[src/logic/nes_mem_pkg.sv]
// shared definitions for the shared word memory
// address widths and ram depth
// memory word with byte lane and whole word views
// softcore bridge state encoding

package nes_mem_pkg;

    ////////////////////////////////////////
    // widths and depth
    ////////////////////////////////////////

    localparam int CPU_AW      = 22;               // console byte address
    localparam int RV_AW       = 23;               // softcore byte address
    localparam int RAM_WORD_AW = 12;               // 16-bit word address
    localparam int RAM_WORDS   = 1 << RAM_WORD_AW; // 4096 words, 8 KiB

    ////////////////////////////////////////
    // memory word
    ////////////////////////////////////////

    // one 16-bit word of the ram
    // lane[0] is the even byte address, lane[1] the odd one
    typedef union packed {
        logic [15:0]     word;
        logic [1:0][7:0] lane;
    } mem_word_t;

    ////////////////////////////////////////
    // softcore bridge states
    ////////////////////////////////////////

    localparam logic [2:0] RV_IDLE_REQ0  = 3'd0; // idle, may issue first word
    localparam logic [2:0] RV_WAIT0_REQ1 = 3'd1; // wait low word, issue high word
    localparam logic [2:0] RV_DATA0      = 3'd2; // capture low read word
    localparam logic [2:0] RV_WAIT1      = 3'd3; // wait high word
    localparam logic [2:0] RV_DATA1      = 3'd4; // read result complete

endpackage

[src/logic/rv_bridge.sv]
`timescale 1ns/10ps
// softcore bus bridge
// one 32-bit transfer becomes one or two 16-bit word accesses
// word accesses are handed over with a toggle req / ack pair

module rv_bridge (
    input  logic                                clk,
    input  logic                                resetn,
    input  logic                                i_rv_valid,
    input  logic [nes_mem_pkg::RV_AW-1:0]       i_rv_addr,
    input  logic [31:0]                         i_rv_wdata,
    input  logic [3:0]                          i_rv_wstrb,
    output logic                                o_rv_ready,
    output logic [31:0]                         o_rv_rdata,
    output logic                                o_rv_req,
    input  logic                                i_rv_req_ack,
    output logic [nes_mem_pkg::RAM_WORD_AW-1:0] o_rv_word_addr,
    output logic                                o_rv_we,
    output logic [1:0]                          o_rv_ds,
    output nes_mem_pkg::mem_word_t              o_rv_wdata,
    input  nes_mem_pkg::mem_word_t              i_rv_rdata
);

    logic [2:0]  rv_state;
    logic        rv_valid_r;
    logic        rv_new_req;    // edge seen while still busy
    logic        rv_new_req_t;  // edge in this cycle
    logic        rv_write;
    logic        rv_done;       // current word access finished
    logic        rv_word;       // 0 low word, 1 high word
    logic [15:0] rv_dout0;

    assign rv_new_req_t = i_rv_valid & ~rv_valid_r;
    assign rv_write     = i_rv_wstrb != 4'b0;
    assign rv_done      = o_rv_req == i_rv_req_ack;

    // softcore holds address and data steady while valid
    assign o_rv_word_addr  = {i_rv_addr[nes_mem_pkg::RAM_WORD_AW:2], rv_word};
    assign o_rv_we         = rv_write;
    assign o_rv_wdata.word = rv_word ? i_rv_wdata[31:16] : i_rv_wdata[15:0];
    assign o_rv_rdata      = {i_rv_rdata.word, rv_dout0};

    ////////////////////////////////////////
    // transfer fsm
    ////////////////////////////////////////

    always_ff @(posedge clk) begin
        if (!resetn) begin
            rv_state   <= nes_mem_pkg::RV_IDLE_REQ0;
            rv_valid_r <= 1'b0;
            rv_new_req <= 1'b0;
            o_rv_req   <= 1'b0;
            o_rv_ready <= 1'b0;
        end else begin
            rv_valid_r <= i_rv_valid;
            o_rv_ready <= 1'b0;
            if (rv_new_req_t) begin
                rv_new_req <= 1'b1;
            end

            case (rv_state)
                nes_mem_pkg::RV_IDLE_REQ0: begin
                    if (rv_new_req || rv_new_req_t) begin
                        rv_new_req <= 1'b0;
                        o_rv_req   <= ~o_rv_req;
                        if (rv_write && i_rv_wstrb[1:0] == 2'b0) begin
                            rv_word  <= 1'b1;  // high half only
                            o_rv_ds  <= i_rv_wstrb[3:2];
                            rv_state <= nes_mem_pkg::RV_WAIT1;
                        end else begin
                            rv_word  <= 1'b0;
                            o_rv_ds  <= rv_write ? i_rv_wstrb[1:0] : 2'b11;
                            rv_state <= nes_mem_pkg::RV_WAIT0_REQ1;
                        end
                    end
                end

                nes_mem_pkg::RV_WAIT0_REQ1: begin
                    if (rv_done) begin
                        rv_word <= 1'b1;
                        if (rv_write && i_rv_wstrb[3:2] == 2'b0) begin
                            o_rv_ready <= 1'b1;  // low half only, done
                            rv_state   <= nes_mem_pkg::RV_IDLE_REQ0;
                        end else if (rv_write) begin
                            o_rv_req <= ~o_rv_req;
                            o_rv_ds  <= i_rv_wstrb[3:2];
                            rv_state <= nes_mem_pkg::RV_WAIT1;
                        end else begin
                            o_rv_req <= ~o_rv_req;
                            o_rv_ds  <= 2'b11;
                            rv_state <= nes_mem_pkg::RV_DATA0;
                        end
                    end
                end

                nes_mem_pkg::RV_DATA0: begin
                    rv_dout0 <= i_rv_rdata.word;  // arbiter holds it until next ack
                    rv_state <= nes_mem_pkg::RV_WAIT1;
                end

                nes_mem_pkg::RV_WAIT1: begin
                    if (rv_done) begin
                        if (rv_write) begin
                            o_rv_ready <= 1'b1;
                            rv_state   <= nes_mem_pkg::RV_IDLE_REQ0;
                        end else begin
                            rv_state <= nes_mem_pkg::RV_DATA1;
                        end
                    end
                end

                nes_mem_pkg::RV_DATA1: begin
                    o_rv_ready <= 1'b1;  // high word still on i_rv_rdata
                    rv_state   <= nes_mem_pkg::RV_IDLE_REQ0;
                end

                default: begin
                    rv_state <= nes_mem_pkg::RV_IDLE_REQ0;
                end
            endcase
        end
    end

endmodule

[config.mk]
export PLATFORM = sky130hd
export DESIGN_NAME = rv_bridge
export DESIGN_NICKNAME = d
export VERILOG_FILES = /design/src/logic/nes_mem_pkg.sv /design/src/logic/rv_bridge.sv
export SDC_FILE = /design/constraint.sdc
export NUM_CORES = 1
export LEC_CHECK = 0
export CELL_PAD_IN_SITES_DETAIL_PLACEMENT = 0
export CELL_PAD_IN_SITES_GLOBAL_PLACEMENT = 1
export CORE_MARGIN = 2
export CORE_UTILIZATION = 30
export CTS_CLUSTER_SIZE = 24
export DETAILED_ROUTE_END_ITERATION = 10
export DONT_BUFFER_PORTS = 1
export PLACE_DENSITY_LB_ADDON = 0.08
export RECOVER_POWER = 100
export SLEW_MARGIN = 20
export SYNTH_ARGS = -nofsm -noshare
export SYNTH_HDL_FRONTEND = slang
export SYNTH_SLANG_ARGS = --single-unit
[constraint.sdc]
create_clock -name clk -period 2.05 [get_ports clk]
set_input_delay 0.205 -clock clk [delete_from_list [all_inputs] [get_ports clk]]
set_output_delay 0.205 -clock clk [all_outputs]
set_load 0.01 [all_outputs]
=== Yosys cells after proc, flatten, opt, wreduce, memory -nomap -nowiden ===
Index checks and enable logic that the tools add are counted.

* Bits of input ports: 79
* Register bits: 26
* Output and inout bits: 65
* Word-level logic and storage cells: 65

* Reductions and logical operators: 13
* Multiplexer cells: 32
* Bitwise operators: 3
* Equality and inequality tests: 9

{| class="wikitable"
|+ Operators with widths
! kind !! number
|-
| two-way mux 16 bit || 1
|-
| two-way mux 2 bit || 8
|-
| two-way mux 1 bit || 14
|-
| two-way mux 3 bit || 4
|-
| case mux 3 bit (4 select lines) || 1
|-
| inequality test 2 bit (second input constant) || 4
|-
| AND reduction 4 bit || 2
|-
| == test 3 x 2 -> 1 bit (second input constant) || 2
|-
| AND reduction 5 bit || 1
|-
| logical NOT 2 bit || 2
|-
| case mux 1 bit (2 select lines) || 2
|-
| case mux 2 bit (2 select lines) || 1
|-
| nonzero test 4 bit || 1
|-
| == test 3 x 1 -> 1 bit (second input constant) || 1
|-
| == test 3 bit (second input constant) || 1
|-
| logical NOT 3 bit || 1
|-
| case mux 1 bit (3 select lines) || 1
|-
| AND reduction 3 bit || 1
|-
| logical AND 1 bit || 2
|-
| NOT 1 bit || 2
|-
| AND reduction 2 bit || 1
|-
| nonzero test 2 bit || 1
|-
| AND 1 bit || 1
|-
| == test 1 bit || 1
|-
| logical OR 1 bit || 1
|}

=== Logic depth before layout (Yosys ltp) ===
Gate-level depths: netlist of the first run.

* Depth in word-level cells: 5
* Mapped depth: 5
* Mapped depth without buffers: 4

=== Least setup slack after synthesis of the first run ===
OpenSTA, ideal clock, no wires.

* Path type: register -> register
* From: register rv_state[1]
* To: register rv_dout0[0] (enable)
* Library setup time: 0.388 ns
* Buffers on the path: 1
* Period minus slack after synthesis: 1.754 ns
* Setup slack: 0.296 ns
* Arrival time: 1.366 ns
* Stages on the path, launching flop included: 4
* Data required time: 1.662 ns
* Path through: dfxtp_1 > clkbuf_1 > nand3b_1 > nor2_1

* Cells in the longest elaborated chain, start to end: 2

{| class="wikitable"
|+ Ends and longest elaborated chain
! element !! line !! RTL
|-
| start: declaration || rv_bridge.sv:24 || <nowiki>logic [2:0] rv_state;</nowiki>
|-
| start signal: assignment || rv_bridge.sv:49 || <nowiki>rv_state <= nes_mem_pkg::RV_IDLE_REQ0;</nowiki>
|-
| start signal: assignment || rv_bridge.sv:69 || <nowiki>rv_state <= nes_mem_pkg::RV_WAIT1;</nowiki>
|-
| start signal: assignment || rv_bridge.sv:73 || <nowiki>rv_state <= nes_mem_pkg::RV_WAIT0_REQ1;</nowiki>
|-
| == test 3 x 2 -> 1 bit || rv_bridge.sv:61 || <nowiki>case (rv_state)</nowiki>
|-
| AND reduction 2 bit (no line) || -- ||
|-
| end signal: assignment || rv_bridge.sv:97 || <nowiki>rv_dout0 <= i_rv_rdata.word;</nowiki>
|-
| end: declaration || rv_bridge.sv:31 || <nowiki>logic [15:0] rv_dout0;</nowiki>
|}

No other way between the ends.
A chain may end at the register's enable or synchronous reset.

==> results of run 1 <==
-- state kept, by name, summed over array words and instances (netlist names) --
| register | flops |
|---|---|
| rv_dout0 | 16 |
| o_rv_ready | 1 |
| rv_word | 1 |
| rv_valid_r | 1 |
| rv_new_req | 1 |
| o_rv_req | 1 |
| o_rv_ds | 2 |
| rv_state | 3 |
-- worst max path at each step --
stage                               end  slack, ns  cells past startpoint
after floorplan             rv_dout0[0]       0.30                      3
after global placement       o_rv_ready       0.64                      3
after detailed placement     o_rv_ds[0]       0.63                      4
after CTS                 o_rv_wdata[7]       0.36                      1
after global routing      o_rv_wdata[7]       0.25                      1
final                     o_rv_wdata[7]       0.36                      1
-- cell usage in the layout, fill, tap and decap left out, drive strengths merged --
cell type | netlist | layout
edfxtp | 19 | 19
mux2 | 16 | 16
nor2 | 13 | 13
dfxtp | 7 | 7
clkbuf | 4 | 7
nand2 | 6 | 6
o21ai | 3 | 3
a21oi | 3 | 3
nor3 | 3 | 3
a21o | 2 | 2
nand3b | 2 | 2
a21boi | 2 | 2
nand4 | 2 | 2
mux2i | 1 | 1
xnor2 | 1 | 1
o31ai | 1 | 1
inv | 1 | 1
nand2b | 1 | 1
xor2 | 1 | 1
o21bai | 1 | 1
o311a | 1 | 1
o211a | 1 | 1
and2 | 1 | 1
or4b | 1 | 1
nand4b | 1 | 1
a211o | 1 | 1
o221a | 1 | 1
nand3 | 1 | 1
o32ai | 1 | 1
bufinv | 0 | 1
-- metal layers --
layer	wire (µm)	share of wire [%]	track usage [%]	vias up
met3	326	12	4.53	4
li1	-	-	-	375
met4	37	1.4	3.64	0
met5	0	0	0	-
met2	1420	53	16.0	64
met1	897	33	8.69	376
-- cell type report --
type / instances / area share [%]
Multi-Input combinational cell: 67 / 36.0
Timing Repair Buffer: 4 / 1.20
Tap cell: 54 / 4.97
Sequential cell: 26 / 52.3
Clock inverter: 1 / 2.21
Inverter: 1 / 0.276
Clock buffer: 3 / 3.04
-- power groups by stage --
stage	clock network (mW)	logic (mW)	registers, mW
global placement	0	0.267	0.688
detailed placement	0	0.263	0.688
global route	0.453	0.264	0.685
CTS	0.435	0.264	0.676
floorplan	0	0.304	0.659
finish	0.417	0.235	0.675
-- cell families after synthesis --
| family | count (synthesis) | share of synthesized area (%) |
|---|---|---|
| AOI/OAI and AO/OA | 17 | 8.57 |
| xor gates and xnor gates | 2 | 1.73 |
| buffers and inverters | 35 | 17.0 |
| DFF | 26 | 49.2 |
| muxes | 17 | 13.2 |
| and+or+nand+nor | 31 | 10.4 |
-- metrics by stage --
stage               power [mW]  util (%)  setup slack, ns
floorplan                0.964         -            0.296
global placement         0.956      27.7            0.643
detailed placement       0.951      27.7            0.634
CTS                       1.38      29.3            0.356
global route              1.40      29.0            0.251
finish                    1.33      29.0            0.361
==> results_dict.tcl, run 1 <==
set metrics [dict create \
    status "complete, no violations" \
    initial_core_util_pct 30.8 \
    clock-root-buffer "clkbuf_8" \
    fin_crit_ns 1.69 \
    critPathBufInv 0 \
    path_delay_family "flip-flops" \
    dieArea_mm2 0.00539 \
    syn-cell-area_mm2 0.00145 \
    synthCells 128 \
    grt_max_degree 18 \
    fin_hold_ws_ns 0.0266 \
    r2r-end "o_rv_ds[0]" \
    slowest_delay_ns 0.77 \
    cp_max_fo 17 \
    vias 819 \
    syn_to_final_growth_pct -5.97 \
    cp-start-kind "flip-flop" \
    grt_overflow 0 \
    synth_cell_types 33 \
    port_buffers 0 \
    synth.most_common_cell "buf_4" \
    crit_required_ns 1.85 \
    dieWidth_um 73.4 \
    hp-start "i_rv_rdata[2]" \
    track_usage_pct 8.95 \
    regToRegStartpoint "rv_state[0]" \
    synthesis.nets 207 \
    cts.path.max_buffers 2 \
    setup-tns-final_ns 0 \
    drtIter0Drc 11 \
    cts.clk_slew.worst_paths_ns 0.09 \
    crit_slowest_cell "edfxtp_1" \
    power_density_mw_per_mm2 977 \
    clock_latency_ns 0.27 \
    p_leak_nw 0.474 \
    via_per_inst 5.25 \
    seq_area_um2 711 \
    dieHeight_um 73.4 \
    ios 144 \
    async_flop_share_pct 0 \
    cts_num_sinks 26 \
    wl_mm 2.69 \
    hold_buffers 0 \
    synth_top_area_share_pct 39.5 \
    endpoint_kind "primary output" \
    layout-drive-gt1-share_pct 6.86 \
    crit_start "rv_word" \
    synth-seq-cells 26 \
    row_count 25 \
    hpwl_mm 2.16 \
    place_congestion 0.627 \
    multi_input_area_um2 489 \
    arrival_ns 1.48 \
    antennaDiodeCount 0 \
    peakVddDrop_mv 0.295 \
    maxSlewViolCount 0 \
    grt_first_pass_wirelength_mm 3.66 \
    cts_setup_buffers 0 \
    nNetsFinal 182 \
    antenna_found_initial 0 \
    min_delay_path_depth 0 \
    combPwrFrac_pct 17.7 \
    seq_area_frac_synth_pct 49.2 \
    drc_errors 0 \
    slew_headroom_pct 57.1 \
    grt_setup_unrepaired "false" \
    switchingPower_uw 350 \
    synth_edf_count 19 \
    dr.pass1.iters 4 \
    min_to "rv_dout0[2]" \
    post-route-period-util_pct 82.4 \
    yosys.area.top_type "edfxtp_1" \
    nFillCells 484 \
    p_int_uw 978 \
    avgRoutedWirePerCell_um 17.2 \
    coreArea_mm2 0.00469 \
    fin_skew_ns 0.00498 \
    netSwitchingFraction_pct 26.4 \
    dp_cells 152 \
    drtAntennaViolNets 0 \
    yosys-top-cells-area "edfxtp_1, buf_4, mux2_2" \
    h-tree-depth 1 \
    tightest_slew_ns 0.644 \
    layoutNonFillerInstCount 156 \
    cts_resized 0 \
    syn_avg_cell_area_um2 11.3 \
    crit_chain "mux2_1" \
    final-setup-viol-count 0 \
    hold_class "in -> reg" \
    pwr-share-seq_pct 50.9 \
    synth_commonest_cells "buf_4, edfxtp_1, mux2_2" \
    fmax_ghz 0.592 \
    reg2reg_setup_slack_ns 0.58 \
    cts_buffers 3 \
    synth-main-ff-cell "edfxtp_1" \
    critical_path_class "reg -> out" \
    cts_tree "built" \
    placed_area_mm2 0.00130 \
    rr_worst_depth 3 \
    p_clk_share_pct 31.4 \
    stdcell_area_mm2 0.00136 \
    grt_pass1_vias 768 \
    maxCapViolCount 0 \
    yosys_warnings 0 \
    hold_violations 0 \
]
No activity file was read; power rests on OpenSTA's default activity.
==> run 2: changes to the inputs <==
clock period = 1.5 ns   (was 2.05 ns; I/O delays follow)
==> results_dict.tcl, run 2 (synthesis results as in run 1) <==
set metrics [dict create \
    fin_hold_ws_ns 0.0296 \
    cp-start-kind "flip-flop" \
    final-setup-viol-count 0 \
    tightest_slew_ns 0.585 \
    regMostFlops "rv_dout0" \
    antennaDiodeCount 0 \
    reg.largest.list "rv_dout0: 16 flops, rv_state: 3 flops, o_rv_ds: 2 flops" \
    fmax_ghz 0.720 \
    critical_path_class "reg -> out" \
    coreArea_mm2 0.00469 \
    layout-drive-gt1-share_pct 9.68 \
    via_per_inst 4.98 \
    maxCapViolCount 0 \
    endpoint_kind "primary output" \
    cts_buffers 3 \
    maxSlewViolCount 0 \
    critPathBufInv 1 \
    cp_max_fo 17 \
    syn_to_final_growth_pct 9.35 \
    drtAntennaViolNets 0 \
    hpwl_mm 2.22 \
    grt_first_pass_wirelength_mm 4.03 \
    grt_max_degree 18 \
    port_buffers 0 \
    status "complete, no violations" \
    fin_crit_ns 1.39 \
    clock_latency_ns 0.27 \
    cts_num_sinks 26 \
    slew_headroom_pct 60.7 \
    hold_class "in -> reg" \
    grt_pass1_vias 853 \
    cts_setup_buffers 0 \
    drc_errors 0 \
    h-tree-depth 1 \
    vias 887 \
    place_congestion 0.665 \
    track_usage_pct 9.65 \
    finalPower_mw 1.89 \
    dieWidth_um 73.4 \
    dr.pass1.iters 3 \
    dieHeight_um 73.4 \
    crit_slowest_cell "mux2_1" \
    cts_tree "built" \
    hold_violations 0 \
    ios 144 \
    grt_overflow 0 \
    p_leak_nw 0.574 \
    peakVddDrop_mv 0.531 \
    finalWorstSetupSlack_ns 0.110 \
    slowest_delay_ns 0.40 \
    wl_mm 2.87 \
    dieArea_mm2 0.00539 \
    largest_reg_flops 16 \
    nNetsFinal 204 \
    final_cell_mix "dlygate4sd3_1, edfxtp_1, mux2_1" \
    crit_chain "buf_4 > mux2_1" \
    fin_skew_ns 0.0123 \
    cts.path.max_buffers 2 \
    cts.clk_slew.worst_paths_ns 0.10 \
    drtIter0Drc 16 \
    avgRoutedWirePerCell_um 16.1 \
    setup-tns-final_ns 0 \
    crit_required_ns 1.35 \
    place_ws_ns 0.127 \
    path_delay_family "multiplexers" \
    arrival_ns 1.24 \
    row_count 25 \
    initial_core_util_pct 30.8 \
    grt_setup_unrepaired "false" \
    post-route-period-util_pct 92.6 \
    antenna_found_initial 0 \
    power_density_mw_per_mm2 1200 \
    clock-root-buffer "clkbuf_8" \
]
## run 2: worst paths after layout
path | start | end | slack, ns | depth (start not counted)
setup / recovery | rv_word | o_rv_wdata[12] | 0.11 | 2
hold / removal | resetn | o_rv_ready | 0.03 | 1
setup reg to reg | o_rv_req | o_rv_ready | 0.12 | 4
hold reg to reg | rv_state[2] | o_rv_ready | 0.54 | 2
## run 2: per-stage QoR
step	util, %	area (µm²)	instances
detailed placement	28.6	1340	155
global placement	28.6	1340	155
finish	33.7	1580	178
CTS	34.2	1610	178
floorplan	-	1450	128
global route	33.7	1580	178
## run 2: metal layers
layer	up-vias	GRT usage (%)	part of all wire, %
met3	6	4.80	8.9
met4	0	2.42	0.73
met1	407	12.0	42
li1	420	-	-
met5	-	0	0
met2	54	14.9	48
## run 2: layout make-up
type                            instances  area [µm²]
Inverter                                1        3.75
Timing Repair Buffer                   26         235
Fill cell                             482        3110
Clock inverter                          1        30.0
Tap cell                               54        67.6
Clock buffer                            3        41.3
Multi-Input combinational cell         67         492
Sequential cell                        26         711
## run 2: what timing repair did
| action | in CTS | in global routing |
|---|---|---|
| setup endpoints to repair | 0 | 1 |
| hold endpoints to repair | 18 | 0 |
| hold buffers | 19 | 0 |
| resized for setup | 0 | 1 |
## run 2: where the power goes
part           total (mW)  switching (mW)  internal (mW)
clock               0.573           0.216          0.357
combinational       0.416           0.222          0.193
sequential          0.902          0.0598          0.842
==> run 3: changes to the inputs <==
CORE_ASPECT_RATIO = 2   (was not set)
SLEW_MARGIN = 40   (was 20)
==> results_dict.tcl, run 3 (synthesis results as in run 1) <==
set metrics [dict create \
    status "complete, no violations" \
    cts.clk_slew.worst_paths_ns 0.09 \
    drtAntennaViolNets 0 \
    via_per_inst 4.97 \
    syn_to_final_growth_pct 9.52 \
    grt_pass1_vias 883 \
    antennaDiodeCount 0 \
    combPwrFrac_pct 23.5 \
    port_buffers 0 \
    crit_end "o_rv_ready" \
    final_cell_mix "dlygate4sd3_1, edfxtp_1, mux2_1" \
    regToRegStartpoint "rv_state[0]" \
    dr.pass1.iters 4 \
    cts_resized 0 \
    clock-root-buffer "clkbuf_8" \
    drc_errors 0 \
    maxSlewViolCount 0 \
    hold_class "in -> reg" \
    cts_tree "built" \
    dieArea_mm2 0.00542 \
    arrival_ns 1.61 \
    tightest_slew_ns 0.553 \
    crit_required_ns 1.70 \
    final-setup-viol-count 0 \
    regMostFlops "rv_dout0" \
    largest_reg_flops 16 \
    pwr-share-seq_pct 49.1 \
    drtIter0Drc 14 \
    power_density_mw_per_mm2 1160 \
    peakVddDrop_mv 0.461 \
    rr_worst_depth 3 \
    cts_buffers 3 \
    r2r-end "o_rv_ready" \
    track_usage_pct 10.9 \
    p_clk_share_pct 27.4 \
    finalPower_mw 1.84 \
    reg.largest.list "rv_dout0: 16 flops, rv_state: 3 flops, o_rv_ds: 2 flops" \
    wl_mm 3.31 \
    avgRoutedWirePerCell_um 18.3 \
    nNetsFinal 206 \
    cts_num_sinks 26 \
    endpoint_kind "flip-flop" \
    layout-drive-gt1-share_pct 9.52 \
    fin_hold_ws_ns 0.0253 \
    fin_skew_ns 0.00435 \
    switchingPower_uw 506 \
    dp_cells 158 \
    crit_start "rv_state[0]" \
    dieWidth_um 53.1 \
    fin_crit_ns 1.41 \
    vias 900 \
    reg2reg_setup_slack_ns 0.09 \
    clock_latency_ns 0.27 \
    cp-start-kind "flip-flop" \
    initial_core_util_pct 31.1 \
    h-tree-depth 1 \
    coreArea_mm2 0.00464 \
    cp_max_fo 9 \
    ios 144 \
    p_int_mw 1.33 \
    slew_headroom_pct 62.8 \
    fmax_ghz 0.711 \
    grt_overflow 0 \
    p_leak_nw 0.578 \
    hold_violations 0 \
    placed_area_mm2 0.00136 \
    grt_setup_unrepaired "false" \
    nFillCells 498 \
    layoutNonFillerInstCount 181 \
    maxCapViolCount 0 \
    row_count 35 \
    critical_path_class "reg -> reg" \
    netSwitchingFraction_pct 27.6 \
    cts.path.max_buffers 2 \
    setup-tns-final_ns 0 \
    dieHeight_um 102 \
    hpwl_mm 2.64 \
    post-route-period-util_pct 93.8 \
    grt_first_pass_wirelength_mm 4.28 \
    stdcell_area_mm2 0.00158 \
    grt_max_degree 18 \
    place_congestion 0.744 \
    antenna_found_initial 0 \
]
-- run 3: area by class of cell --
type	count	area (µm²)	share of cell area, %
multi-input cells	67	489	30.9
clock buffers	4	66.3	4.19
well taps	55	68.8	4.35
repair buffers	28	244	15.4
inverters	1	3.75	0.237
flip-flops and latches	26	711	44.9
-- run 3: worst min path at each step --
| stage | startpoint | endpoint | slack, ns | cells past startpoint |
|---|---|---|---|---|
| detailed placement | i_rv_rdata[4] | rv_dout0[4] | 0.25 | 0 |
| CTS | resetn | rv_new_req | 0.002 | 1 |
| floorplan | i_rv_rdata[0] | rv_dout0[0] | 0.25 | 0 |
| global route | resetn | o_rv_ready | -0.0003 | 1 |
| global placement | i_rv_rdata[4] | rv_dout0[4] | 0.25 | 0 |
| finish | resetn | o_rv_ready | 0.03 | 1 |
-- run 3: power groups by stage --
stage | sequential [mW] | clock (mW) | combinational (mW)
after floorplan | 0.901 | 0 | 0.421
after global placement | 0.920 | 0 | 0.438
after detailed placement | 0.919 | 0 | 0.436
after CTS | 0.902 | 0.531 | 0.476
after global routing | 0.910 | 0.559 | 0.479
final | 0.902 | 0.503 | 0.432
-- run 3: metrics by stage --
step,worst slack [ns],utilization [%]
4_1_cts,0.100,34.6
6_report,0.0935,34.1
3_3_place_gp,0.114,29.3
2_1_floorplan,0.0993,-
3_5_place_dp,0.115,29.3
5_1_grt,0.0105,34.1
-- run 3: timing repair --
| item | in CTS | in global routing |
|---|---|---|
| hold buffers | 18 | 1 |
| endpoints found under the hold margin | 17 | 1 |
| buffers inserted | 0 | 0 |
-- run 3: metal layers --
metal | wire, µm | track usage [%] | vias to the layer above
met4 | 43 | 5.52 | 0
met1 | 1120 | 11.4 | 408
met5 | 0 | 0 | -
met2 | 1900 | 19.3 | 67
met3 | 250 | 3.07 | 4
li1 | - | - | 421
-- run 3: critical path, cell delays in order (launching register included) --
cell and delay (ns):
dfxtp_1 0.50, nand2_1 0.15, or4b_1 0.52, a21boi_0 0.17
